<file path="config.mk">
export PLATFORM = sky130hd
export DESIGN_NAME = round_clip
export DESIGN_NICKNAME = d
export VERILOG_FILES = /design/src/design/decim_pkg.sv /design/src/design/round_clip.sv
export SDC_FILE = /design/constraint.sdc
export NUM_CORES = 1
export LEC_CHECK = 0
export ABC_AREA = 0
export BUFFER_PORTS_ARGS = -buffer_cell sky130_fd_sc_hd__buf_2
export CORE_UTILIZATION = 30
export CTS_BUF_LIST = sky130_fd_sc_hd__clkbuf_4 sky130_fd_sc_hd__clkbuf_8 sky130_fd_sc_hd__clkbuf_16
export DETAILED_ROUTE_END_ITERATION = 7
export PLACE_DENSITY_LB_ADDON = 0.3
export SYNTH_ARGS = -nofsm -noshare
export SYNTH_HDL_FRONTEND = slang
export SYNTH_SLANG_ARGS = --single-unit
export TNS_END_PERCENT = 10
</file>
<file path="constraint.sdc">
create_clock -name i_clk -period 6.3 [get_ports i_clk]
set_input_delay 1.26 -clock i_clk [delete_from_list [all_inputs] [get_ports i_clk]]
set_output_delay 1.26 -clock i_clk [all_outputs]
set_load 0.02 [all_outputs]
</file>
<file path="src/design/decim_pkg.sv">
// Shared definitions for the decimating complex FIR filter
// Widths, memory depth and the packed I/Q payload structs

package decim_pkg;

	////////////////////////////////////////////////////////////////////////////
	// Widths
	////////////////////////////////////////////////////////////////////////////

	// Sample width per channel
	localparam int IW = 16;
	// Coefficient width
	localparam int CW = 12;
	// Output width per channel
	localparam int OW = 24;
	// Log2 of the memory depth, also the bound on the tap count
	localparam int LG_DEPTH = 7;
	// Accumulator width, room for 2^LG_DEPTH full-scale products
	localparam int AW = IW + CW + LG_DEPTH;

	////////////////////////////////////////////////////////////////////////////
	// Types
	////////////////////////////////////////////////////////////////////////////

	typedef logic [LG_DEPTH-1:0] addr_t;
	typedef logic signed [CW-1:0] coeff_t;

	typedef struct packed {
		logic signed [IW-1:0] i;
		logic signed [IW-1:0] q;
	} iq_sample_t;

	typedef struct packed {
		logic signed [IW+CW-1:0] i;
		logic signed [IW+CW-1:0] q;
	} iq_product_t;

	typedef struct packed {
		logic signed [AW-1:0] i;
		logic signed [AW-1:0] q;
	} iq_acc_t;

	typedef struct packed {
		logic signed [OW-1:0] i;
		logic signed [OW-1:0] q;
	} iq_result_t;

	// Strobes that ride along with one tap through the pipeline
	typedef struct packed {
		logic first;
		logic last;
	} pipe_ctl_t;

endpackage
</file>
<file path="src/design/round_clip.sv">
// Output stage of the FIR
// Shift, round half to even, saturate to OW bits and register the result

`timescale 1ns/1ns

module round_clip #(
	parameter int SHIFT = 2
) (
	input  logic                  i_clk,
	input  logic                  i_reset,
	input  decim_pkg::iq_acc_t    i_acc,
	input  logic                  i_done,
	output logic                  o_valid,
	output decim_pkg::iq_result_t o_result
);

	localparam int AW = decim_pkg::AW;
	localparam int OW = decim_pkg::OW;
	// Fraction bits dropped below the output LSB, at least 2
	localparam int DROP = AW - OW - SHIFT;

	// One channel: rounded value, or the rail when it does not fit
	function automatic logic [OW-1:0] round_sat(input logic [AW-1:0] acc);
		logic        lsb;
		logic [AW:0] bias;
		logic [AW:0] sum;
		logic [SHIFT+1:0] top;
		logic        sgn;
		begin
			lsb = acc[DROP];
			// Just under half for an even LSB, exactly half for an odd one
			bias = (AW+1)'({lsb, {(DROP-1){~lsb}}});
			// One guard bit so the rounding add cannot wrap
			sum = {acc[AW-1], acc} + bias;
			sgn = sum[AW];
			// Bits above the output must all repeat the sign
			top = sum[AW:DROP+OW-1];
			if ((&top) || !(|top))
				round_sat = sum[DROP+OW-1:DROP];
			else if (sgn)
				round_sat = {1'b1, {(OW-1){1'b0}}};
			else
				round_sat = {1'b0, {(OW-1){1'b1}}};
		end
	endfunction

	////////////////////////////////////////////////////////////////////////////
	// Output register
	////////////////////////////////////////////////////////////////////////////

	always_ff @(posedge i_clk)
	begin
		if (i_reset)
			o_valid <= 1'b0;
		else
			o_valid <= i_done;
	end

	// Held until the next run completes
	always_ff @(posedge i_clk)
	begin
		if (i_done)
		begin
			o_result.i <= round_sat(i_acc.i);
			o_result.q <= round_sat(i_acc.q);
		end
	end

endmodule

</file>
* Yosys cells after proc, flatten, opt, wreduce, memory -nomap -nowiden *
Index checks and enable logic that the tools add are counted.

operators by class
  add/subtract/negate cells = 2
  muxes and demuxes = 4
  bitwise gates (word level) = 2
  reduce and logical (&&, ||, !) cells = 8

operators with widths
  cell                                       count
  24-bit two-way mux                         4
  35-bit by 10-bit adder with 36-bit output  2
  4-bit AND reduction                        2
  4-bit OR reduction                         2
  1-bit zero test                            2
  1-bit logical OR                           2
  1-bit inverter                             2

word-level totals
  flip-flop bits (word level) = 49
  input bits = 73

* Longest topological paths before layout *
  depth in word-level cells = 6
  gate-level depth with buffers = 11
  mapped depth without buffers = 9

* Worst setup path before layout *
Ideal clock, no wire load.

  path type = in2reg
  from = in i_acc[9] (netlist name)
  to = reg o_result[0] (netlist name), data pin
  arrival = 3.470 ns
  data required time = 6.018 ns
  setup slack = 2.548 ns
  cell stages on the path = 10
  buffers on the path = 1
  path through = inv_1 ha_1 a21o_1 a221o_1 a22o_1 buf_2 a311oi_1 nor2b_1 o21ai_1 o21ai_0

between the ends
  longest elaborated chain between the ends = 6
  elaborated cells between the ends (all ways) = 8

RTL lines
  element                                        RTL line          source
  start: declaration                             round_clip.sv:11  input decim_pkg::iq_acc_t i_acc,
  1-bit inverter                                 round_clip.sv:32  bias = (AW+1)'({lsb, {(DROP-1){~lsb}}});
  35-bit by 10-bit adder with 36-bit output (*)  round_clip.sv:34  sum = {acc[AW-1], acc} + bias;
  4-bit OR reduction                             round_clip.sv:38  if ((&top) || !(|top))
  1-bit zero test                                round_clip.sv:38
  1-bit logical OR                               round_clip.sv:38
  24-bit two-way mux (*)                         round_clip.sv:38
  end: declaration                               round_clip.sv:14  output decim_pkg::iq_result_t o_result

Mark *: on every way between the ends. The rest lies on a longest branch, timed or not.
A chain may end at the register's enable or synchronous reset.

* Worst setup path after layout *
  from = in i_acc[9] (netlist name)
  to = reg o_result[14] (netlist name), data pin

Same word-level chain as after synthesis.

==> metrics <==
status finished clean; Clock Tree Buf Depth 2; Tot Pwr 0.919 mW; total number of vias 3,667; pin count of the biggest net entering global routing 50; Worst Hold Depth 2; Max-cap violations 0; vias in the first global route 3,494; clock sinks 49; Yosys cell types 52; Global Route Usage Sum 0.163; Fmax achieved 217 MHz; Max transition margin 0.238; critical path's slowest cell xnor2_1; met2 wire len 5060 µm; Compound-Gate Fraction of Synth Area 0.206; Synthesized Nets 509; CTS tree built; Hold Path Origin i_reset; Reg clk slew, reported paths 0.07 ns; router iterations before antenna repair 5; H-tree depth 2; Synth top area share 0.373; Max Slew Vio Count 0; Synth warnings 0; WL/cell 15.4 µm; Starting Density 0.308; Critical Path RT 6.42 ns; initial antenna violation count 1; Max VDD drop 0.0958 mV; Hold WS 1.12 ns; cts hold-fix bufs 0; end of the worst hold path o_valid; Iteration-0 DRC Markers 289; Yosys reg bits 49; Total Routed Length 10,900 µm; first-pass GRT wire length 17,000 µm; width of the die 116 µm; top cells by count, synth edfxtp_1, o21ai_0, a21oi_1; final setup fails 0; core area 12,600 µm²; aggregate global routing overflow 0; sequential fraction of the synthesis area 0.378; post_cts resized 0; cell count after synthesis 418; largest cells by area after synthesis edfxtp_1, xnor2_1, xor2_1; EDFF count, synth 48; setup TNS 0 ns; Startpoint Class input port; post-synthesis mux area share 0; count leader, synth edfxtp_1; PD cells 192 nW/µm²; crit-path cells buf_2 -> inv_1 -> ha_1 -> and3_1 -> nor4b_1 -> a22o_1 -> nand3_1 -> xnor2_1 -> a21oi_1 -> o21ai_0; Post-Synthesis Cell Area 3870 µm²; RSZ-0062 raised after global routing false; CP Capture Type flip-flop; post-route ant nets 0; layout cell share with drive strength beyond 1 0.271; CTS root buf clkbuf_16; port buffer count 121; M1 WL 4830 µm; critical path fanouts, max 14; Synth Area in Adders 0.0583; max layer used met5; Simple-Gate Fraction of Synth Area 0.177; Via-to-Cell Ratio 5.19; Final Critical Period 4.60 ns; Final period util 0.730; largest area contributor in the netlist edfxtp_1; kind of critical path in -> reg; die area 13,300 µm²; ant diodes 0; largest family of logic cells by synthesized area compound AO/OA/AOI/OAI gates; asr flop ratio synth 0; Hold Path Class in -> reg; DRC errors left 0; TritonCTS Buffers 5; routed length on met3 658 µm; max incr delay on CP 0.82 ns; Lkg Pwr 1.82 nW; Area Growth Syn to Fin 23.8%; Post-Synth XOR/XNOR Area 0.145; Worst Tran Pin Value 1.14 ns; Detail Placement HPWL 8330 µm; NumNets Final 625; num ports 122; Avg Cell Area, Syn 9.25 µm²; Final GP Congestion 0.830; Die H 116 µm; row count 41; ys flop type edfxtp_1; endpoints failing hold 0; Post-CTS Setup Bufs 0; Worst EP arrival 4.72 ns
## registers in the layout, summed over array words and instances (netlist names)
name	count
o_valid	1
o_result	48
## layer usage
layer | vias to the layer above | track usage
met4 | 2 | 0.0797
met2 | 121 | 0.265
met5 | - | 0
met3 | 20 | 0.0298
li1 | 1807 | -
met1 | 1717 | 0.209
## area by class of cell
cell class / instances / area (µm²)
inverters: 17 / 63.8
clock inverters: 3 / 17.5
clock buffers: 5 / 125
fillers: 1261 / 7780
flip-flops and latches: 49 / 1460
multi-input cells: 337 / 2270
repair buffers: 124 / 628
well taps: 172 / 215
## metrics by stage
step | util | setup WS [ns] | area, µm² | instances
floorplan | - | 2.55 | 3870 | 418
global placement | 0.369 | 1.74 | 4640 | 699
detailed placement | 0.369 | 1.54 | 4640 | 699
CTS | 0.381 | 1.82 | 4790 | 707
global route | 0.381 | 1.36 | 4790 | 707
finish | 0.381 | 1.70 | 4790 | 707
## worst max-delay path, delay by kind of cell
kind	cells	cell delay [ns]
compound gates	3	1.21
xor+xnor	1	0.82
buf+inv	2	0.32
simple gates	3	0.74
fa+ha+maj	1	0.38
## how the worst max path moves through the flow
stage,startpoint,endpoint,slack [ns],cells after the start
finish,i_acc[9],o_result[14],1.70,10
global route,i_acc[9],o_result[22],1.36,10
CTS,i_acc[9],o_result[14],1.82,10
detailed placement,i_acc[9],o_result[14],1.54,10
global placement,i_acc[9],o_result[7],1.74,10
floorplan,i_acc[9],o_result[0],2.55,10
## layout by cell type, fill, tap and decap left out, types with 3 or more instances in the layout
master / instances
nor4_1: 4
buf_4: 3
and3_1: 3
o2111ai_1: 3
nor3_1: 14
and4_1: 3
xor2_1: 30
a21oi_1: 35
ha_1: 18
o21ai_0: 44
or3_4: 3
nand3_1: 21
nor2_1: 23
o21ai_1: 12
nand2_1: 21
o221ai_1: 3
nand4_1: 14
xnor2_1: 34
edfxtp_1: 48
buf_2: 121
nand4b_1: 3
clkbuf_16: 5
inv_1: 17
o211ai_1: 15
## cells by family (layout without fill, tap and decap cells)
| logic type | Yosys count | count (layout) |
|---|---|---|
| compound gates | 131 | 131 |
| xor+xnor | 64 | 64 |
| fa+ha+maj | 18 | 18 |
| buf+inv | 32 | 149 |
| flops | 49 | 49 |
| simple gates | 124 | 124 |
## where the power goes
group	internal [mW]	switching, mW
registers	0.395	0.00761
clock network	0.146	0.121
logic	0.0891	0.161
Note: power is estimated with default switching activity, not from simulation.
