[src/design/decim_pkg.sv]
// Shared definitions for the decimating complex FIR filter
// Widths, memory depth and the packed I/Q payload structs

package decim_pkg;

	////////////////////////////////////////////////////////////////////////////
	// Widths
	////////////////////////////////////////////////////////////////////////////

	// Sample width per channel
	localparam int IW = 16;
	// Coefficient width
	localparam int CW = 12;
	// Output width per channel
	localparam int OW = 24;
	// Log2 of the memory depth, also the bound on the tap count
	localparam int LG_DEPTH = 7;
	// Accumulator width, room for 2^LG_DEPTH full-scale products
	localparam int AW = IW + CW + LG_DEPTH;

	////////////////////////////////////////////////////////////////////////////
	// Types
	////////////////////////////////////////////////////////////////////////////

	typedef logic [LG_DEPTH-1:0] addr_t;
	typedef logic signed [CW-1:0] coeff_t;

	typedef struct packed {
		logic signed [IW-1:0] i;
		logic signed [IW-1:0] q;
	} iq_sample_t;

	typedef struct packed {
		logic signed [IW+CW-1:0] i;
		logic signed [IW+CW-1:0] q;
	} iq_product_t;

	typedef struct packed {
		logic signed [AW-1:0] i;
		logic signed [AW-1:0] q;
	} iq_acc_t;

	typedef struct packed {
		logic signed [OW-1:0] i;
		logic signed [OW-1:0] q;
	} iq_result_t;

	// Strobes that ride along with one tap through the pipeline
	typedef struct packed {
		logic first;
		logic last;
	} pipe_ctl_t;

endpackage
[src/design/decim_sequencer.sv]
// Run control for the decimating FIR
// Keeps both write pointers and the decimation countdown, and on every
// trigger walks the sample memory backward and the coefficients forward

`timescale 1ns/1ns

module decim_sequencer #(
	parameter int NDOWN   = 4,
	parameter int NCOEFFS = 23
) (
	input  logic                  i_clk,
	input  logic                  i_reset,
	// Sample and coefficient write strobes
	input  logic                  i_ce,
	input  logic                  i_wr_coeff,
	// Write addresses
	output decim_pkg::addr_t      o_sample_waddr,
	output decim_pkg::addr_t      o_coeff_waddr,
	// Read addresses and the strobes that go with them
	output decim_pkg::addr_t      o_sample_raddr,
	output decim_pkg::addr_t      o_coeff_raddr,
	output decim_pkg::pipe_ctl_t  o_ctl
);

	// Countdown needs at least one bit even for NDOWN of 1
	localparam int CNT_W = (NDOWN > 1) ? $clog2(NDOWN) : 1;
	localparam logic [CNT_W-1:0] CNT_RELOAD = CNT_W'(NDOWN - 1);
	localparam decim_pkg::addr_t LAST_TAP = decim_pkg::addr_t'(NCOEFFS - 1);

	decim_pkg::addr_t sample_wptr;
	decim_pkg::addr_t coeff_wptr;
	decim_pkg::addr_t didx;
	decim_pkg::addr_t tidx;
	logic [CNT_W-1:0] countdown;
	logic             running;
	logic             trigger;
	logic             last_tap;

	////////////////////////////////////////////////////////////////////////////
	// Write pointers
	////////////////////////////////////////////////////////////////////////////

	// Circular sample pointer, one step per accepted sample
	always_ff @(posedge i_clk)
	begin
		if (i_reset)
			sample_wptr <= '0;
		else if (i_ce)
			sample_wptr <= sample_wptr + 1'b1;
	end

	// Coefficient pointer, h[0] is the first word after reset
	always_ff @(posedge i_clk)
	begin
		if (i_reset)
			coeff_wptr <= '0;
		else if (i_wr_coeff)
			coeff_wptr <= coeff_wptr + 1'b1;
	end

	////////////////////////////////////////////////////////////////////////////
	// Decimation countdown
	////////////////////////////////////////////////////////////////////////////

	// Zero marks a trigger sample, so the first sample after reset is one
	always_ff @(posedge i_clk)
	begin
		if (i_reset)
			countdown <= '0;
		else if (i_ce)
		begin
			if (countdown == '0)
				countdown <= CNT_RELOAD;
			else
				countdown <= countdown - 1'b1;
		end
	end

	assign trigger  = i_ce && (countdown == '0);
	assign last_tap = running && (tidx == LAST_TAP);

	////////////////////////////////////////////////////////////////////////////
	// Run state
	////////////////////////////////////////////////////////////////////////////

	// A trigger on the last tap restarts at once
	always_ff @(posedge i_clk)
	begin
		if (i_reset)
			running <= 1'b0;
		else if (trigger)
			running <= 1'b1;
		else if (last_tap)
			running <= 1'b0;
	end

	// Newest sample first: start at the address being written right now
	always_ff @(posedge i_clk)
	begin
		if (i_reset)
		begin
			didx <= '0;
			tidx <= '0;
		end
		else if (trigger)
		begin
			didx <= sample_wptr;
			tidx <= '0;
		end
		else if (running)
		begin
			didx <= didx - 1'b1;
			tidx <= tidx + 1'b1;
		end
	end

	assign o_sample_waddr = sample_wptr;
	assign o_coeff_waddr  = coeff_wptr;
	assign o_sample_raddr = didx;
	assign o_coeff_raddr  = tidx;

	// Strobes line up with the addresses, not yet with the read data
	assign o_ctl.first = running && (tidx == '0);
	assign o_ctl.last  = last_tap;

	// Caller spacing rule: the next trigger waits for the last address
	a_trigger_spacing: assert property (@(posedge i_clk) disable iff (i_reset)
		trigger |-> (!running || last_tap))
		else $error("trigger sample arrived while a run was still issuing addresses");

endmodule

[config.mk]
export PLATFORM = sky130hd
export DESIGN_NAME = decim_sequencer
export DESIGN_NICKNAME = d
export VERILOG_FILES = /design/src/design/decim_pkg.sv /design/src/design/decim_sequencer.sv
export SDC_FILE = /design/constraint.sdc
export NUM_CORES = 1
export LEC_CHECK = 0
export BUFFER_PORTS_ARGS = -buffer_cell sky130_fd_sc_hd__buf_2
export CORE_MARGIN = 2
export CORE_UTILIZATION = 35
export DETAILED_ROUTE_END_ITERATION = 16
export GPL_TIMING_DRIVEN = 1
export PLACE_DENSITY = 0.56
export SLEW_MARGIN = 10
export SYNTH_ARGS = -nofsm -noshare
export SYNTH_HDL_FRONTEND = slang
export SYNTH_SLANG_ARGS = --single-unit
[constraint.sdc]
create_clock -name i_clk -period 1.5 [get_ports i_clk]
set_input_delay 0.3 -clock i_clk [delete_from_list [all_inputs] [get_ports i_clk]]
set_output_delay 0.3 -clock i_clk [all_outputs]
set_load 0.02 [all_outputs]
; After elaboration in Yosys (flattened, before gate mapping)
; Index checks and enable logic that the tools add are counted.
[classes]
reduce_logical = 8
add_sub_neg = 5
n_lt_le_gt_ge = 0
n_bitwise = 0
mux = 5
n_div = 0
n_mul = 0
shift = 0
n_eq_ne = 1
[op_table]
columns = operator, n
row1 = $add 7x1->7 const B, 3
row2 = $mux 7, 2
row3 = $eq 7x5->1 const B, 1
row4 = $logic_not 7->1, 1
row5 = $sub 7x1->7 const B, 1
row6 = $reduce_bool 2->1, 2
row7 = $logic_and 1x1->1, 3
row8 = $logic_not 2->1, 1
row9 = $mux 1, 2
row10 = $mux 2, 1
row11 = $reduce_or 2->1, 1
row12 = $sub 2x1->2 const B, 1
[word_totals]
word_cells = 25
mem_bits_ro = 0
ramBits = 0
output_inout_bits = 30
regBits = 31
mem_count = 0
in_bits = 4
latch_bits = 0

; Depth between registers and ports, before layout
[logic_depth]
word_depth = 4
depth_mapped = 6
depth_no_buf = 5

; Worst setup path after synthesis
; OpenSTA, ideal clock, no wires.
[synth_timing]
kind = register to output
start = reg tidx[5], in the netlist o_coeff_raddr[5]
end = out o_ctl[1] in the netlist's numbering
arrival_ns = 1.485
n_path_buf = 0
t_required_ns = 1.200
slack_ns = -0.285
path_stages_with_launch = 3
cell_sequence = dfxtp_1 -> or3_1 -> nor4_1
[synth_lines]
columns = item, line_no
row1 = start: declaration, decim_sequencer.sv:33  ; decim_pkg::addr_t tidx;
row2 = start signal: assignment, decim_sequencer.sv:113  ; tidx <= tidx + 1'b1;
row3 = end: declaration, decim_sequencer.sv:22  ; output decim_pkg::pipe_ctl_t o_ctl

==> metrics.json <==
{
  "critical_path.max_fanout": {"value": 3},
  "drc": {"value": 0},
  "avgSynthCellArea": {"value": 8.75, "unit": "um2"},
  "cellPowerDensity": {"value": 1060, "unit": "nW/um2"},
  "clockBufferDepth": {"value": 2},
  "max_slew.worst_pin.slew": {"value": 351, "unit": "ps"},
  "worstPathRequired": {"value": 1200, "unit": "ps"},
  "hold_class": {"value": "primary input to flop"},
  "yosys_warnings": {"value": 0},
  "critical_path.top_delay_family": {"value": "simple AND/OR/NAND/NOR gates"},
  "synth-edff-count": {"value": 0},
  "status": {"value": "complete, but fails checks"},
  "core-area": {"value": 3740, "unit": "um2"},
  "worst-r2r-setup-slack": {"value": 20, "unit": "ps"},
  "n_antenna_cell": {"value": 0},
  "critPathMaxStageDelay": {"value": 420, "unit": "ps"},
  "fmax": {"value": 618, "unit": "MHz"},
  "violations": {"value": "setup timing"},
  "grt.total_usage": {"value": 15.1, "unit": "%"},
  "cts_htree_levels": {"value": 2},
  "io_pins": {"value": 34},
  "rsz0062_at_grt": {"value": "yes"},
  "grt_remaining_overflow": {"value": 0},
  "grt_start_max_net_pins": {"value": 20},
  "cp_slowest_cell": {"value": "sky130_fd_sc_hd__or3_4"},
  "synth_async_sr_flop_share": {"value": 0, "unit": "%"},
  "post-route-min-period": {"value": 1620, "unit": "ps"},
  "clk_transition_reported_paths": {"value": 60, "unit": "ps"},
  "criticalPathCategory": {"value": "flop to output port"},
  "num_vias": {"value": 1266},
  "detail-route-antenna-nets": {"value": 0},
  "floorplan.rows": {"value": 22},
  "design.final.nets": {"value": 218},
  "netlist_instances": {"value": 160},
  "leakagePower": {"value": 0.802, "unit": "nW"},
  "crit_buf_inv": {"value": 1},
  "fp.dieArea": {"value": 4520, "unit": "um2"},
  "library_cell_used_as_clock_root_buffer": {"value": "sky130_fd_sc_hd__clkbuf_8"},
  "initial_utilization": {"value": 37.4, "unit": "%"},
  "antenna_violations_before_repair": {"value": 0},
  "cts_made_buffers": {"value": 5},
  "dr.pass1.iters": {"value": 4},
  "die_width": {"value": 67.2, "unit": "um"},
  "routed_wirelength": {"value": 3.02, "unit": "mm"},
  "critical_path_arrival": {"value": 1320, "unit": "ps"},
  "crit_start_category": {"value": "flop"},
  "cts_tree": {"value": "done"},
  "cell_area_synth": {"value": 1400, "unit": "um2"},
  "timing.critical_path.cells": {"value": "or3_4 > nor4_4 > buf_4"},
  "flow.area_growth_from_synthesis": {"value": 32.3, "unit": "%"},
  "synth_fp_nets": {"value": 171},
  "yosysSeqAreaShare": {"value": 44.3, "unit": "%"},
  "setup_viol": {"value": 2},
  "hpwlAfterDp": {"value": 2.24, "unit": "mm"},
  "fin_util": {"value": 49.5, "unit": "%"},
  "ffs_latches_synth": {"value": 31},
  "layout.cells.most_common": {"value": "sky130_fd_sc_hd__buf_2"},
  "min_period_over_period": {"value": 108, "unit": "%"},
  "worst_slack": {"value": -117, "unit": "ps"},
  "drt_first_iter_violations": {"value": 47},
  "ir_drop": {"value": 0.622, "unit": "mV"},
  "grt_pass1_vias": {"value": 1192},
  "most-common-layout-cells": {"value": "sky130_fd_sc_hd__buf_2 (31), sky130_fd_sc_hd__nor2_1 (24), sky130_fd_sc_hd__dfxtp_1 (24)"},
  "max-slew-margin-rel": {"value": 76.6, "unit": "%"},
  "post_cts_hold_buffer_count": {"value": 0},
  "synth_cell_type_count": {"value": 27},
  "filler_cell_count": {"value": 387},
  "die-height": {"value": 67.2, "unit": "um"},
  "vias_per_cell": {"value": 4.95},
  "clkSinkCount": {"value": 31},
  "report.final.slew_viol_count": {"value": 0},
  "grt_first_pass_wirelength": {"value": 5.15, "unit": "mm"},
  "max-cap-violations": {"value": 0},
  "fin_skew": {"value": 1.86, "unit": "ps"},
  "avgRoutedWirePerCell": {"value": 11.8, "unit": "um"},
  "gp_routability_congestion": {"value": 0.752},
  "dp_worst_setup_slack": {"value": -45.5, "unit": "ps"},
  "timing_hold_violations_final": {"value": 0},
  "insertion_delay": {"value": 270, "unit": "ps"},
  "post-layout-total-power": {"value": 1.96, "unit": "mW"},
  "synth-main-ff-cell": {"value": "sky130_fd_sc_hd__dfxtp_1"},
  "drive_gt1_share": {"value": 33.2, "unit": "%"},
  "port_buffers": {"value": 33},
  "crit_end_category": {"value": "output port"}
}
==> where the power goes <==
group | total [mW] | switching [mW] | internal [mW]
logic | 0.341 | 0.189 | 0.153
registers | 0.912 | 0.0401 | 0.872
clock network | 0.705 | 0.287 | 0.418
total | 1.96 | 0.515 | 1.44
==> worst reg2reg max path, cell delays in order (launching register included) <==
cell                       delay (ps)
sky130_fd_sc_hd__dfxtp_2          320
sky130_fd_sc_hd__or3_4            390
sky130_fd_sc_hd__or4_1            470
sky130_fd_sc_hd__a311oi_1         210
==> cell type report <==
type,count,area (um2),share of cell area (%)
clock buffers,8,100,5.41
inverters,7,26.3,1.42
multi-input cells,115,757,40.9
flip-flops and latches,31,629,34.0
well taps,48,60.1,3.24
repair buffers,47,279,15.1
==> path summary, 6_finish.rpt <==
check,startpoint,cells past startpoint,to
min reg2reg,countdown[0],2,countdown[0]
max reg2reg,o_sample_raddr[2],3,o_sample_raddr[5]
min,i_wr_coeff,3,o_coeff_waddr[1]
max,o_coeff_raddr[5],3,o_ctl[1]
==> cells by family (layout without fill, tap and decap cells) <==
group / after synthesis / in the layout / share of synthesized area, %
fa+ha+maj: 7 / 7 / 6.26
xor+xnor: 14 / 14 / 8.76
mux: 3 / 3 / 2.14
simple gates: 65 / 65 / 22.8
compound gates: 26 / 26 / 11.6
buf+inv: 14 / 62 / 4.11
flops: 31 / 31 / 44.3
==> sequential cells by signal, indices dropped and copies added (netlist names) <==
name,flops
o_coeff_raddr,7
o_coeff_waddr,7
o_sample_raddr,7
o_sample_waddr,7
countdown,2
running,1
==> what timing repair did <==
item,in CTS,in global routing
cloned,0,0
pin swaps,6,2
gates resized for setup,7,4
setup buffers,1,0
setup endpoints to repair,4,5
endpoints found under the hold margin,0,0
==> Yosys cell counts (4+ instances only) <==
master	count	share of area (%)
sky130_fd_sc_hd__o21ai_0	7	2.5
sky130_fd_sc_hd__a311oi_1	4	2.5
sky130_fd_sc_hd__nand3_1	4	1.4
sky130_fd_sc_hd__nand2_1	13	3.5
sky130_fd_sc_hd__ha_1	7	6.3
sky130_fd_sc_hd__a21oi_1	8	2.9
sky130_fd_sc_hd__xor2_1	10	6.3
sky130_fd_sc_hd__inv_1	7	1.9
sky130_fd_sc_hd__nand4_1	6	2.7
sky130_fd_sc_hd__xnor2_1	4	2.5
sky130_fd_sc_hd__or3_1	7	3.1
sky130_fd_sc_hd__clkbuf_1	5	1.3
sky130_fd_sc_hd__dfxtp_1	31	44
sky130_fd_sc_hd__nor2_1	24	6.4
==> layer usage <==
metal  wire [um]  track usage [%]
met3         122             4.50
met1        1370             17.5
met2        1510             26.1
met5           0                0
met4          14             6.12
==> per-stage QoR <==
stage | hold slack (ps) | TNS (ps) | cells | cell area [um2]
after floorplan | 448 | -68.8 | 160 | 1420
final | 355 | -217 | 256 | 1850
after global routing | 373 | -459 | 256 | 1850
after CTS | 348 | -208 | 256 | 1840
after detailed placement | 481 | -46.3 | 247 | 1710
after global placement | 467 | 0 | 247 | 1710
Power figures use the tool's default switching activity.
