### src/design/decim_pkg.sv
// Shared definitions for the decimating complex FIR filter
// Widths, memory depth and the packed I/Q payload structs

package decim_pkg;

	////////////////////////////////////////////////////////////////////////////
	// Widths
	////////////////////////////////////////////////////////////////////////////

	// Sample width per channel
	localparam int IW = 16;
	// Coefficient width
	localparam int CW = 12;
	// Output width per channel
	localparam int OW = 24;
	// Log2 of the memory depth, also the bound on the tap count
	localparam int LG_DEPTH = 7;
	// Accumulator width, room for 2^LG_DEPTH full-scale products
	localparam int AW = IW + CW + LG_DEPTH;

	////////////////////////////////////////////////////////////////////////////
	// Types
	////////////////////////////////////////////////////////////////////////////

	typedef logic [LG_DEPTH-1:0] addr_t;
	typedef logic signed [CW-1:0] coeff_t;

	typedef struct packed {
		logic signed [IW-1:0] i;
		logic signed [IW-1:0] q;
	} iq_sample_t;

	typedef struct packed {
		logic signed [IW+CW-1:0] i;
		logic signed [IW+CW-1:0] q;
	} iq_product_t;

	typedef struct packed {
		logic signed [AW-1:0] i;
		logic signed [AW-1:0] q;
	} iq_acc_t;

	typedef struct packed {
		logic signed [OW-1:0] i;
		logic signed [OW-1:0] q;
	} iq_result_t;

	// Strobes that ride along with one tap through the pipeline
	typedef struct packed {
		logic first;
		logic last;
	} pipe_ctl_t;

endpackage
### src/design/iq_mac.sv
// Shared complex-by-real multiply-accumulate
// One product per clock for I and Q, summed over the taps of a run

`timescale 1ns/1ns

module iq_mac #(
	parameter int NCOEFFS = 23
) (
	input  logic                  i_clk,
	input  logic                  i_reset,
	// Read data and the strobes aligned with it
	input  decim_pkg::iq_sample_t i_sample,
	input  decim_pkg::coeff_t     i_coeff,
	input  decim_pkg::pipe_ctl_t  i_ctl,
	// Sum of the run, valid while o_done is high
	output decim_pkg::iq_acc_t    o_acc,
	output logic                  o_done
);

	localparam int EXT = decim_pkg::AW - (decim_pkg::IW + decim_pkg::CW);
	localparam int PW  = decim_pkg::IW + decim_pkg::CW;

	decim_pkg::iq_product_t prod;
	decim_pkg::pipe_ctl_t   p_ctl;
	decim_pkg::iq_acc_t     acc;
	logic                   in_run;

	// Product stage, both channels share the coefficient
	always_ff @(posedge i_clk)
	begin
		prod.i <= i_sample.i * i_coeff;
		prod.q <= i_sample.q * i_coeff;
	end

	// Strobes follow the product
	always_ff @(posedge i_clk)
	begin
		if (i_reset)
			p_ctl <= '0;
		else
			p_ctl <= i_ctl;
	end

	// Set between the first and last taps of a run
	always_ff @(posedge i_clk)
	begin
		if (i_reset)
			in_run <= 1'b0;
		else if (p_ctl.last)
			in_run <= 1'b0;
		else if (p_ctl.first)
			in_run <= 1'b1;
	end

	// Load on the first tap, add sign-extended products after that
	always_ff @(posedge i_clk)
	begin
		if (p_ctl.first)
		begin
			acc.i <= {{EXT{prod.i[PW-1]}}, prod.i};
			acc.q <= {{EXT{prod.q[PW-1]}}, prod.q};
		end
		else if (in_run)
		begin
			acc.i <= acc.i + {{EXT{prod.i[PW-1]}}, prod.i};
			acc.q <= acc.q + {{EXT{prod.q[PW-1]}}, prod.q};
		end
	end

	// Done rises with the final sum in the accumulator
	always_ff @(posedge i_clk)
	begin
		if (i_reset)
			o_done <= 1'b0;
		else
			o_done <= p_ctl.last;
	end

	assign o_acc = acc;

	// Only a one-tap filter opens and closes a run in one slot
	a_first_last: assert property (@(posedge i_clk) disable iff (i_reset)
		(p_ctl.first && p_ctl.last) |-> (NCOEFFS == 1));

	// Runs never overlap inside the accumulator
	a_run_framing: assert property (@(posedge i_clk) disable iff (i_reset)
		(p_ctl.first |-> !in_run) and (p_ctl.last |-> (in_run || p_ctl.first)));

endmodule

### config.mk
export PLATFORM = sky130hd
export DESIGN_NAME = iq_mac
export DESIGN_NICKNAME = d
export VERILOG_FILES = /design/src/design/decim_pkg.sv /design/src/design/iq_mac.sv
export SDC_FILE = /design/constraint.sdc
export NUM_CORES = 1
export LEC_CHECK = 0
export ABC_AREA = 0
export BUFFER_PORTS_ARGS = -buffer_cell sky130_fd_sc_hd__buf_2
export CORE_ASPECT_RATIO = 0.6
export CORE_MARGIN = 2
export CORE_UTILIZATION = 30
export DETAILED_ROUTE_END_ITERATION = 10
export GPL_TIMING_DRIVEN = 0
export PLACE_DENSITY = 0.41
export SKIP_CTS_REPAIR_TIMING = 1
export SLEW_MARGIN = 20
export SYNTH_ARGS = -nofsm -noshare
export SYNTH_HDL_FRONTEND = slang
export SYNTH_SLANG_ARGS = --single-unit
### constraint.sdc
create_clock -name i_clk -period 9.5 [get_ports i_clk]
set_input_delay 1.425 -clock i_clk [delete_from_list [all_inputs] [get_ports i_clk]]
set_output_delay 1.425 -clock i_clk [all_outputs]
set_load 0.05 [all_outputs]
### After elaboration in Yosys (flattened, before gate mapping)

Cells that the tools add are included.

* reductions and logical operators: 2
* multiplexer cells: 2
* multiply operators: 2
* add/sub/neg operators: 2

Operators by type and width (number)
* two-way mux 70 bit: 2
* adder 35 bit: 2
* multiplier 16 x 12 -> 28 bit: 2
* nonzero test 2 bit: 1
* OR reduction 2 bit: 1

* word-level logic and storage cells: 16
* bits of input ports: 48
* output and inout bits: 71
* register bits after elaboration: 130

### Depth between registers and ports, before layout

Gate-level depths: netlist of run 1.

* depth after elaboration: 3
* gate-level depth with buffers: 22

### Worst setup path after synthesis of run 1

No wires, ideal clock.

* path type: input-to-reg
* start: input i_coeff[3]
* end: register prod[54] (netlist bit)
* stages: 19
* setup time: 0.095 ns
* path slack: 2.894 ns
* arrival: 6.511 ns
* buffers on the path: 1
* path through: clkbuf_1 nand2_1 fa_1 fa_1 fa_1 inv_1 fa_1 inv_1 fa_1 inv_1 ha_1 o21a_1 a2111oi_2 o21ai_1 a221oi_2 o21ai_2 o31ai_4 or4b_1 o311ai_1

* longest elaborated chain between the ends: 1

Ends and longest elaborated chain
* start: declaration: RTL line iq_mac.sv:13 `input decim_pkg::coeff_t i_coeff,`
* multiplier 16 x 12 -> 28 bit: RTL line iq_mac.sv:31 `prod.i <= i_sample.i * i_coeff;`
* end: declaration: RTL line iq_mac.sv:23 `decim_pkg::iq_product_t prod;`

Every way passes these cells.
A chain may end at the register's enable or synchronous reset.

### Worst setup path after layout of run 1

* start: input i_coeff[11]
* end: register prod[55] (netlist bit)

The elaborated chain is that of the path after synthesis.

==> impl_metrics.env, run 1 <==
export IMPL_status="completed"
export IMPL_syn_nets=2981
export IMPL_die_area_um2=74200
export IMPL_drt_antenna_violating_nets=0
export IMPL_cts_root_buf="clkbuf_16"
export IMPL_worst_r2r_path_depth=12
export IMPL_coreArea_um2=71500
export IMPL_timing_rr_start="o_acc[35]$_DFFE_PP_"
export IMPL_slew_limit_headroom_pct=28.4
export IMPL_cap_violations=0
export IMPL_synth_compound_area_share_pct=11.9
export IMPL_overflow=0
export IMPL_grt_max_degree=36
export IMPL_drive_gt1_share_pct=7.20
export IMPL_syn_area_um2=21600
export IMPL_r2r_end="o_acc[67]$_DFFE_PP_"
export IMPL_drt_iter0_markers=1256
export IMPL_multi_input_area_um2=16200
export IMPL_drc=0
export IMPL_cts_clk_slew_worst_paths_ns=0.07
export IMPL_row_count=76
export IMPL_gp_congestion=0.866
export IMPL_critPathMaxStageDelay_ns=0.68
export IMPL_synthFlopType="edfxtp_1"
export IMPL_cp_cell_sequence="buf_2, clkinv_1, clkbuf_1, nor2_1, fa_1, fa_1, fa_1, fa_1, inv_1, fa_1, inv_1, ha_1, and4_1, a221oi_1, o21ai_0, a21oi_1, o41ai_1, nand4_1, a31oi_1, nor4_1, a311o_1"
export IMPL_viasPerCell=4.77
export IMPL_yosysWarnings=0
export IMPL_ys_seq_elements=130
export IMPL_hp_class="flop to flop"
export IMPL_antenna_found_initial=8
export IMPL_num_vias=16782
export IMPL_cp_required_ns=9.79
export IMPL_rsz0062_at_grt="no"
export IMPL_cp_slowest_cell="o41ai_1"
export IMPL_hold_viol_final=0
export IMPL_cp_num_buf_inv=5
export IMPL_worst_slew_pin_slew_ns=1.07
export IMPL_port_buffers=118
export IMPL_tritoncts="done"
export IMPL_register_area_um2=3300
export IMPL_die_y_um=212
export IMPL_htreeDepth=4
export IMPL_first_pass_iters=7
export IMPL_reg2reg_setup_slack_ns=5.90
export IMPL_synthToLayoutAreaGrowth_pct=11.4
export IMPL_timing_final_crit_period_ns=7.98
export IMPL_setup_tns_ns=0
export IMPL_initial_core_util_pct=30.2
export IMPL_synth_top_family_by_area="adder cells"
export IMPL_cts_buffers=17
export IMPL_cp_arrival_ns=8.27
export IMPL_synth_simple_gate_area_share_pct=14.8
export IMPL_synth_xor_area_share_pct=4.18
export IMPL_io_pins=119
export IMPL_max_clock_freq_mhz=125
export IMPL_synth_cells=2389
export IMPL_nets=3120
export IMPL_avgSynthCellArea_um2=9.03
export IMPL_clockBufferDepth=2
export IMPL_clock_latency_ns=0.47
export IMPL_hold_depth=1
export IMPL_layout_common_cells="447 x inv_1, 358 x fa_1, 316 x nand2_1"
export IMPL_final_cell_count_no_fill=3521
export IMPL_cts_num_sinks=130
export IMPL_synth_adder_area_share_pct=44.0
export IMPL_path_delay_family="adder cells"
export IMPL_grt_pass1_vias=16820
export IMPL_fillers=7585
export IMPL_synth_edf_count=70
export IMPL_track_usage_pct=18.2
export IMPL_yosysSeqAreaShare_pct=15.3
export IMPL_muxShareOfSynthArea_pct=0.406
export IMPL_synthArstFlopShare_pct=0
export IMPL_ys_types=77
export IMPL_wl_um=64600
export IMPL_skew_ns=0.0111
export IMPL_layout_commonest_cell="inv_1"
export IMPL_min_from="p_ctl[0]$_SDFF_PP0_"
export IMPL_endpoint_kind="flop"
export IMPL_cp_max_fo=10
export IMPL_worst_hold_path_endpoint="in_run$_SDFFE_PP0P_"
export IMPL_slew_violations=0
export IMPL_placed_cells=3484
export IMPL_cp_start_kind="primary input"
export IMPL_path_class="primary input to flop"
export IMPL_finalSetupViolCount=0
export IMPL_die_w_um=350
export IMPL_wl_per_cell_um=18.4
export IMPL_fin_crit_sh_pct=84.0
export IMPL_grt_pass1_wl_um=101000
export IMPL_critPathMostFrequentCell="fa_1"
export IMPL_hpwl_um=55400
per-stage QoR:
stage | setup WS [ns] | instance area, µm² | utilization [%] | hold WS [ns]
detailed placement | 1.14 | 23400 | 32.8 | 0.405
global route | 1.20 | 24000 | 33.6 | 0.444
finish | 1.52 | 24000 | 33.6 | 0.433
floorplan | 2.89 | 21600 | - | 0.388
CTS | 1.66 | 24000 | 33.6 | 0.428
global placement | 1.18 | 23400 | 32.7 | 0.411
cell usage after synthesis (all sizes together) (7+ instances only):
master	instances	area (µm²)
and2	140	876
nor2	82	308
o21ai	117	593
xor2	36	315
a21o	52	393
xnor2	67	587
o21bai	15	113
a21oi	95	475
dfxtp	60	1200
inv	447	1680
nand4	9	56.3
a221oi	7	67.6
edfxtp	70	2100
fa	358	7170
o21a	15	120
clkbuf	90	338
ha	186	2330
and3	8	50.1
nor3	13	65.1
a211oi	12	100
o31ai	9	86.3
a31oi	10	62.6
o211ai	12	104
nand2	316	1190
nor2b	16	100
nand2b	23	144
nand3	30	150
cell type report:
class,instances,share of cell area (%)
flip-flops and latches,130,13.7
inverters,448,6.99
repair buffers,120,2.62
clock buffers,23,2.12
diodes,5,0.0520
plain buffers,93,1.46
well taps,975,5.07
multi-input cells,1718,67.6
clock inverters,9,0.375
cells by family after synthesis:
group	count (synthesis)
AO/OA/AOI/OAI	392
XOR/XNOR	103
adder cells (fa/ha/maj)	544
buffers and inverters	541
flip-flops	130
multiplexers	8
AND/OR/NAND/NOR	671
worst max-delay path by stage:
stage	from	endpoint	slack (ns)	cells past startpoint
after floorplan	i_coeff[3]	prod[54]$_DFF_P_	2.89	19
after global placement	i_coeff[11]	prod[22]$_DFF_P_	1.18	21
after detailed placement	i_coeff[11]	prod[22]$_DFF_P_	1.14	21
after CTS	i_coeff[11]	prod[22]$_DFF_P_	1.66	21
after global routing	i_coeff[11]	prod[22]$_DFF_P_	1.20	21
final	i_coeff[11]	prod[55]$_DFF_P_	1.52	21
layer usage:
metal  vias to the layer above  track usage, %  routed length (µm)
met5                         -               0                  30
met4                         4            3.11                 586
met3                        29            4.62                4900
met2                       446            23.0               23500
met1                      8398            30.1               35600
li1                       7905               -                   -
sequential cells by signal, indices dropped and copies added, names as in the netlist:
name,count
in_run,1
o_acc,70
o_done,1
p_ctl,2
prod,56
Power of run 1 is not shown: default switching activity piles up to over one toggle a cycle in this logic, so the estimate is an artifact.
==> run 2, diff against run 1 <==
- ABC_AREA: 0 -> 1
- clock period: 9.5 -> 7.65 ns (I/O delays scaled with it)
==> run 2 against run 1 <==
Effect of this change: routed wire length up 22%; register-to-register slack lost 1.0 ns; clock skew up 0.0028 ns; critical path depth up 1; global-route usage increased by 2.5 points; die area is 6.9% higher; non-clock buffer count fell by 13; sequential share of layout area is 0.82 points lower; synthesized cell count is 30% higher; flip-flop and latch count is the same; critical path type unchanged; critical endpoint is now prod[27]$_DFF_P_; largest cell class unchanged; highest routed layer is now met4.
==> impl_metrics.env, run 2 <==
export IMPL_syn_area_um2=23100
export IMPL_cp_cell_sequence="buf_2, clkbuf_1, nand2_1, fa_1, inv_1, ha_1, inv_1, fa_1, inv_1, fa_1, inv_1, fa_1, inv_1, ha_1, a21oi_1, o21ai_0, a21oi_1, nand3_1, nand2_1, nand2_1, nand2_1, nand2_1"
export IMPL_cp_start_kind="primary input"
export IMPL_hp_class="flop to flop"
export IMPL_synth_area_leaders="fa_1 31%, nand2_1 15%, inv_1 12%"
export IMPL_slew_limit_headroom_pct=19.7
export IMPL_antenna_cells=0
export IMPL_yosysTopAreaCell="fa_1"
export IMPL_min_from="p_ctl[0]$_SDFF_PP0_"
export IMPL_worst_hold_path_endpoint="in_run$_SDFFE_PP0P_"
export IMPL_die_area_um2=79300
export IMPL_critPathMaxStageDelay_ns=0.58
export IMPL_num_vias=19633
export IMPL_ys_types=40
export IMPL_timing_rr_start="o_acc[35]$_DFFE_PP_"
export IMPL_initial_core_util_pct=30.4
export IMPL_r2r_end="o_acc[67]$_DFFE_PP_"
export IMPL_port_buffers=118
export IMPL_cap_violations=0
export IMPL_finalSetupViolCount=0
export IMPL_endpoint_kind="flop"
export IMPL_io_pins=119
export IMPL_worst_slew_pin_slew_ns=1.21
export IMPL_grt_max_degree=49
export IMPL_placed_cells=4216
export IMPL_cts_buffers=17
export IMPL_worst_r2r_path_depth=15
export IMPL_cts_num_sinks=130
export IMPL_slew_violations=0
export IMPL_die_w_um=362
export IMPL_use_met2_pct=29.3
export IMPL_track_usage_pct=20.7
export IMPL_ys_seq_elements=130
export IMPL_drive_gt1_share_pct=6.96
export IMPL_synth_top_area_share_pct=31.0
export IMPL_avgSynthCellArea_um2=7.45
export IMPL_grtUsageMet1_pct=32.0
export IMPL_layout_commonest_cell="nand2_1"
export IMPL_wl_um=79100
export IMPL_max_clock_freq_mhz=134
export IMPL_cp_arrival_ns=7.62
export IMPL_first_pass_iters=5
export IMPL_synth_edf_count=70
export IMPL_yosysSeqAreaShare_pct=14.3
export IMPL_synth_most_common_cell="nand2_1"
export IMPL_synth_cells=3097
export IMPL_hold_depth=1
export IMPL_die_y_um=219
export IMPL_overflow=0
export IMPL_hold_viol_final=0
export IMPL_clock_latency_ns=0.44
export IMPL_synthToLayoutAreaGrowth_pct=10.8
export IMPL_grt_pass1_vias=20430
export IMPL_cts_root_buf="clkbuf_16"
export IMPL_yosysWarnings=0
export IMPL_rsz0062_at_grt="no"
export IMPL_cp_slowest_cell="fa_1"
export IMPL_coreArea_um2=75800
export IMPL_skew_ns=0.0139
export IMPL_cp_max_fo=10
export IMPL_grt_pass1_wl_um=124000
export IMPL_viasPerCell=4.62
export IMPL_busiest_layer="met1"
export IMPL_row_count=78
export IMPL_final_cell_count_no_fill=4247
export IMPL_met3_usage_pct=5.58
export IMPL_layout_common_cells="949 x nand2_1, 723 x inv_1, 358 x fa_1"
export IMPL_tritoncts="done"
export IMPL_clockBufferDepth=2
export IMPL_cts_clk_slew_worst_paths_ns=0.06
export IMPL_largest_register_ffs=70
export IMPL_drt_antenna_violating_nets=0
export IMPL_synthFlopType="edfxtp_1"
export IMPL_status="completed"
export IMPL_synthArstFlopShare_pct=0
export IMPL_drt_iter0_markers=1386
export IMPL_fin_crit_sh_pct=97.6
export IMPL_drc=0
export IMPL_synth_top_cells_by_count="949 x nand2_1, 724 x inv_1, 358 x fa_1"
export IMPL_nets=3826
export IMPL_reg2reg_setup_slack_ns=4.90
export IMPL_timing_final_crit_period_ns=7.47
export IMPL_gp_congestion=0.912
export IMPL_syn_nets=3689
export IMPL_path_class="primary input to flop"
export IMPL_fillers=8234
export IMPL_wl_per_cell_um=18.6
export IMPL_hpwl_um=68700
export IMPL_htreeDepth=4
export IMPL_antenna_found_initial=1
export IMPL_cp_required_ns=7.81
-- run 2: stage by stage --
stage / util, % / TNS (ns) / setup slack (ns) / hold WS (ns) / instance area (µm²)
final: 33.7 / 0 / 0.184 / 0.428 / 25600
after global routing: 33.7 / 0 / 0.00559 / 0.445 / 25600
after CTS: 33.7 / 0 / 0.397 / 0.434 / 25600
after detailed placement: 32.9 / -0.0738 / -0.0738 / 0.425 / 25000
after global placement: 32.9 / -0.0770 / -0.0770 / 0.409 / 24900
after floorplan: - / 0 / 2.19 / 0.398 / 23100
-- run 2: critical path, delay by kind of cell --
family                   cells  cell delay (ns)
AO/OA/AOI/OAI                3             0.93
buffers and inverters        7             1.01
AND/OR/NAND/NOR              6             1.45
adder cells (fa/ha/maj)      6             3.06
-- run 2: area by class of cell --
| class | count | area (µm²) | area share (%) |
|---|---|---|---|
| Tap cell | 1000 | 1250 | 4.89 |
| Multi-Input combinational cell | 2155 | 16700 | 65.4 |
| Clock buffer | 17 | 425 | 1.66 |
| Inverter | 730 | 2740 | 10.7 |
| Buffer | 81 | 318 | 1.24 |
| Clock inverter | 15 | 194 | 0.758 |
| Timing Repair Buffer | 119 | 618 | 2.42 |
| Sequential cell | 130 | 3300 | 12.9 |
-- run 2: how the worst max path moves through the flow --
stage | end | cells past startpoint | start | slack [ns]
6_report | prod[27]$_DFF_P_ | 22 | i_sample[15] | 0.18
5_1_grt | prod[27]$_DFF_P_ | 20 | i_coeff[11] | 0.006
4_1_cts | prod[27]$_DFF_P_ | 22 | i_sample[15] | 0.40
3_5_place_dp | prod[27]$_DFF_P_ | 22 | i_sample[15] | -0.07
3_3_place_gp | prod[27]$_DFF_P_ | 22 | i_sample[15] | -0.08
2_1_floorplan | prod[27]$_DFF_P_ | 19 | i_sample[15] | 2.19
-- run 2: logic make-up after synthesis --
family	share of synthesized area, %
and+or+nand+nor	23.6
DFF	14.3
adders and majority gates	41.1
buffers and inverters	13.2
AOI/OAI and AO/OA	5.18
xor gates and xnor gates	2.50
-- run 2: layer usage --
metal	wire (µm)	share of wire [%]	up-vias
met5	0	0	-
met4	505	0.64	0
met3	6630	8.4	26
met2	30700	39	522
met1	41300	52	9597
li1	-	-	9488
Power of run 2 is left out for the same reason.
==> run 3, diff against run 2 <==
- MAX_ROUTING_LAYER: not set -> met4
==> run 3 against run 2 <==
Effect of this change: die area did not move; critical endpoint unchanged; via count fell by 0.52%; largest cell class unchanged; sequential share of layout area barely moved.
==> impl_metrics.env, run 3 (synthesis gave the netlist of run 2 again) <==
export IMPL_slew_violations=0
export IMPL_first_pass_iters=5
export IMPL_skew_ns=0.0131
export IMPL_final_cell_area_um2=25500
export IMPL_fin_ws_ns=0.307
export IMPL_die_y_um=219
export IMPL_row_count=78
export IMPL_track_usage_pct=21.5
export IMPL_hold_viol_final=0
export IMPL_path_class="primary input to flop"
export IMPL_setup_tns_ns=0
export IMPL_cp_start_kind="primary input"
export IMPL_cp_num_buf_inv=5
export IMPL_cp_required_ns=7.85
export IMPL_critPathMaxStageDelay_ns=0.87
export IMPL_cp_slowest_cell="clkbuf_1"
export IMPL_initial_core_util_pct=30.4
export IMPL_io_pins=119
export IMPL_viasPerCell=4.60
export IMPL_critPathMostFrequentCell="fa_1"
export IMPL_cts_clk_slew_worst_paths_ns=0.07
export IMPL_nets=3825
export IMPL_slew_limit_headroom_pct=25.8
export IMPL_grt_pass1_wl_um=124000
export IMPL_status="completed"
export IMPL_max_clock_freq_mhz=136
export IMPL_wl_per_cell_um=18.8
export IMPL_overflow=0
export IMPL_drive_gt1_share_pct=6.96
export IMPL_hp_class="flop to flop"
export IMPL_port_buffers=118
export IMPL_cts_buffers=17
export IMPL_die_area_um2=79300
export IMPL_largest_register_ffs=70
export IMPL_endpoint_kind="flop"
export IMPL_layout_commonest_cell="nand2_1"
export IMPL_cp_arrival_ns=7.54
export IMPL_utilization_pct=33.7
export IMPL_coreArea_um2=75800
export IMPL_finalSetupViolCount=0
export IMPL_drt_antenna_violating_nets=0
export IMPL_num_vias=19530
export IMPL_place_area_um2=25000
export IMPL_tritoncts="done"
export IMPL_path_delay_family="adder cells"
export IMPL_cts_root_buf="clkbuf_16"
export IMPL_antenna_found_initial=1
export IMPL_timing_final_crit_period_ns=7.34
export IMPL_drc=0
export IMPL_cap_violations=0
export IMPL_layout_common_cells="949 x nand2_1, 723 x inv_1, 358 x fa_1"
export IMPL_die_w_um=362
export IMPL_clock_latency_ns=0.45
export IMPL_cts_num_sinks=130
export IMPL_gp_congestion=0.920
export IMPL_rsz0062_at_grt="no"
export IMPL_fin_crit_sh_pct=96.0
export IMPL_pre_cts_slack_ns=-0.0835
export IMPL_worst_slew_pin_slew_ns=1.11
export IMPL_cp_cell_sequence="buf_2, inv_1, clkbuf_1, nor2_1, fa_1, fa_1, fa_1, fa_1, inv_1, fa_1, inv_1, ha_1, a21oi_1, o21ai_0, a21oi_1, nand3_1, nand2_1, nand2_1, nand2_1, nand2_1"
export IMPL_drt_iter0_markers=1250
export IMPL_cp_max_fo=11
export IMPL_synthToLayoutAreaGrowth_pct=10.5
export IMPL_grt_max_degree=49
export IMPL_wl_um=79900
export IMPL_hpwl_um=69000
export IMPL_htreeDepth=4
export IMPL_grt_pass1_vias=20000
export IMPL_clockBufferDepth=2
## run 3: path summary, 6_finish.rpt
kind,from,to,slack (ns),depth (start not counted)
worst min-delay path,p_ctl[0]$_SDFF_PP0_,in_run$_SDFFE_PP0P_,0.43,1
worst min register to register,p_ctl[0]$_SDFF_PP0_,in_run$_SDFFE_PP0P_,0.43,1
worst max register to register,o_acc[53]$_DFFE_PP_,o_acc[66]$_DFFE_PP_,4.90,9
worst max-delay path,i_coeff[11],prod[27]$_DFF_P_,0.31,20
## run 3: final cells by class
type / instances / area, µm²
repair buffers: 119 / 618
plain buffers: 80 / 309
flip-flops and latches: 130 / 3300
inverters: 730 / 2740
multi-input cells: 2155 / 16700
clock buffers: 17 / 425
clock inverters: 15 / 140
diodes: 1 / 2.50
fillers: 8178 / 50300
well taps: 1000 / 1250
## run 3: metrics by stage
stage / hold WS [ns] / std cells
after floorplan: 0.398 / 3097
after global placement: 0.409 / 4215
after detailed placement: 0.416 / 4216
after CTS: 0.427 / 4248
after global routing: 0.437 / 4246
final: 0.426 / 4247
## run 3: metal layers
layer  up-vias  track usage [%]  routed length [µm]
met4         0             2.08                 546
met5         -                -                   0
li1       9486                -                   -
met1      9499             32.9               42500
met3        36             5.14                6050
met2       509             29.2               30800
Power of run 3 is left out for the same reason.
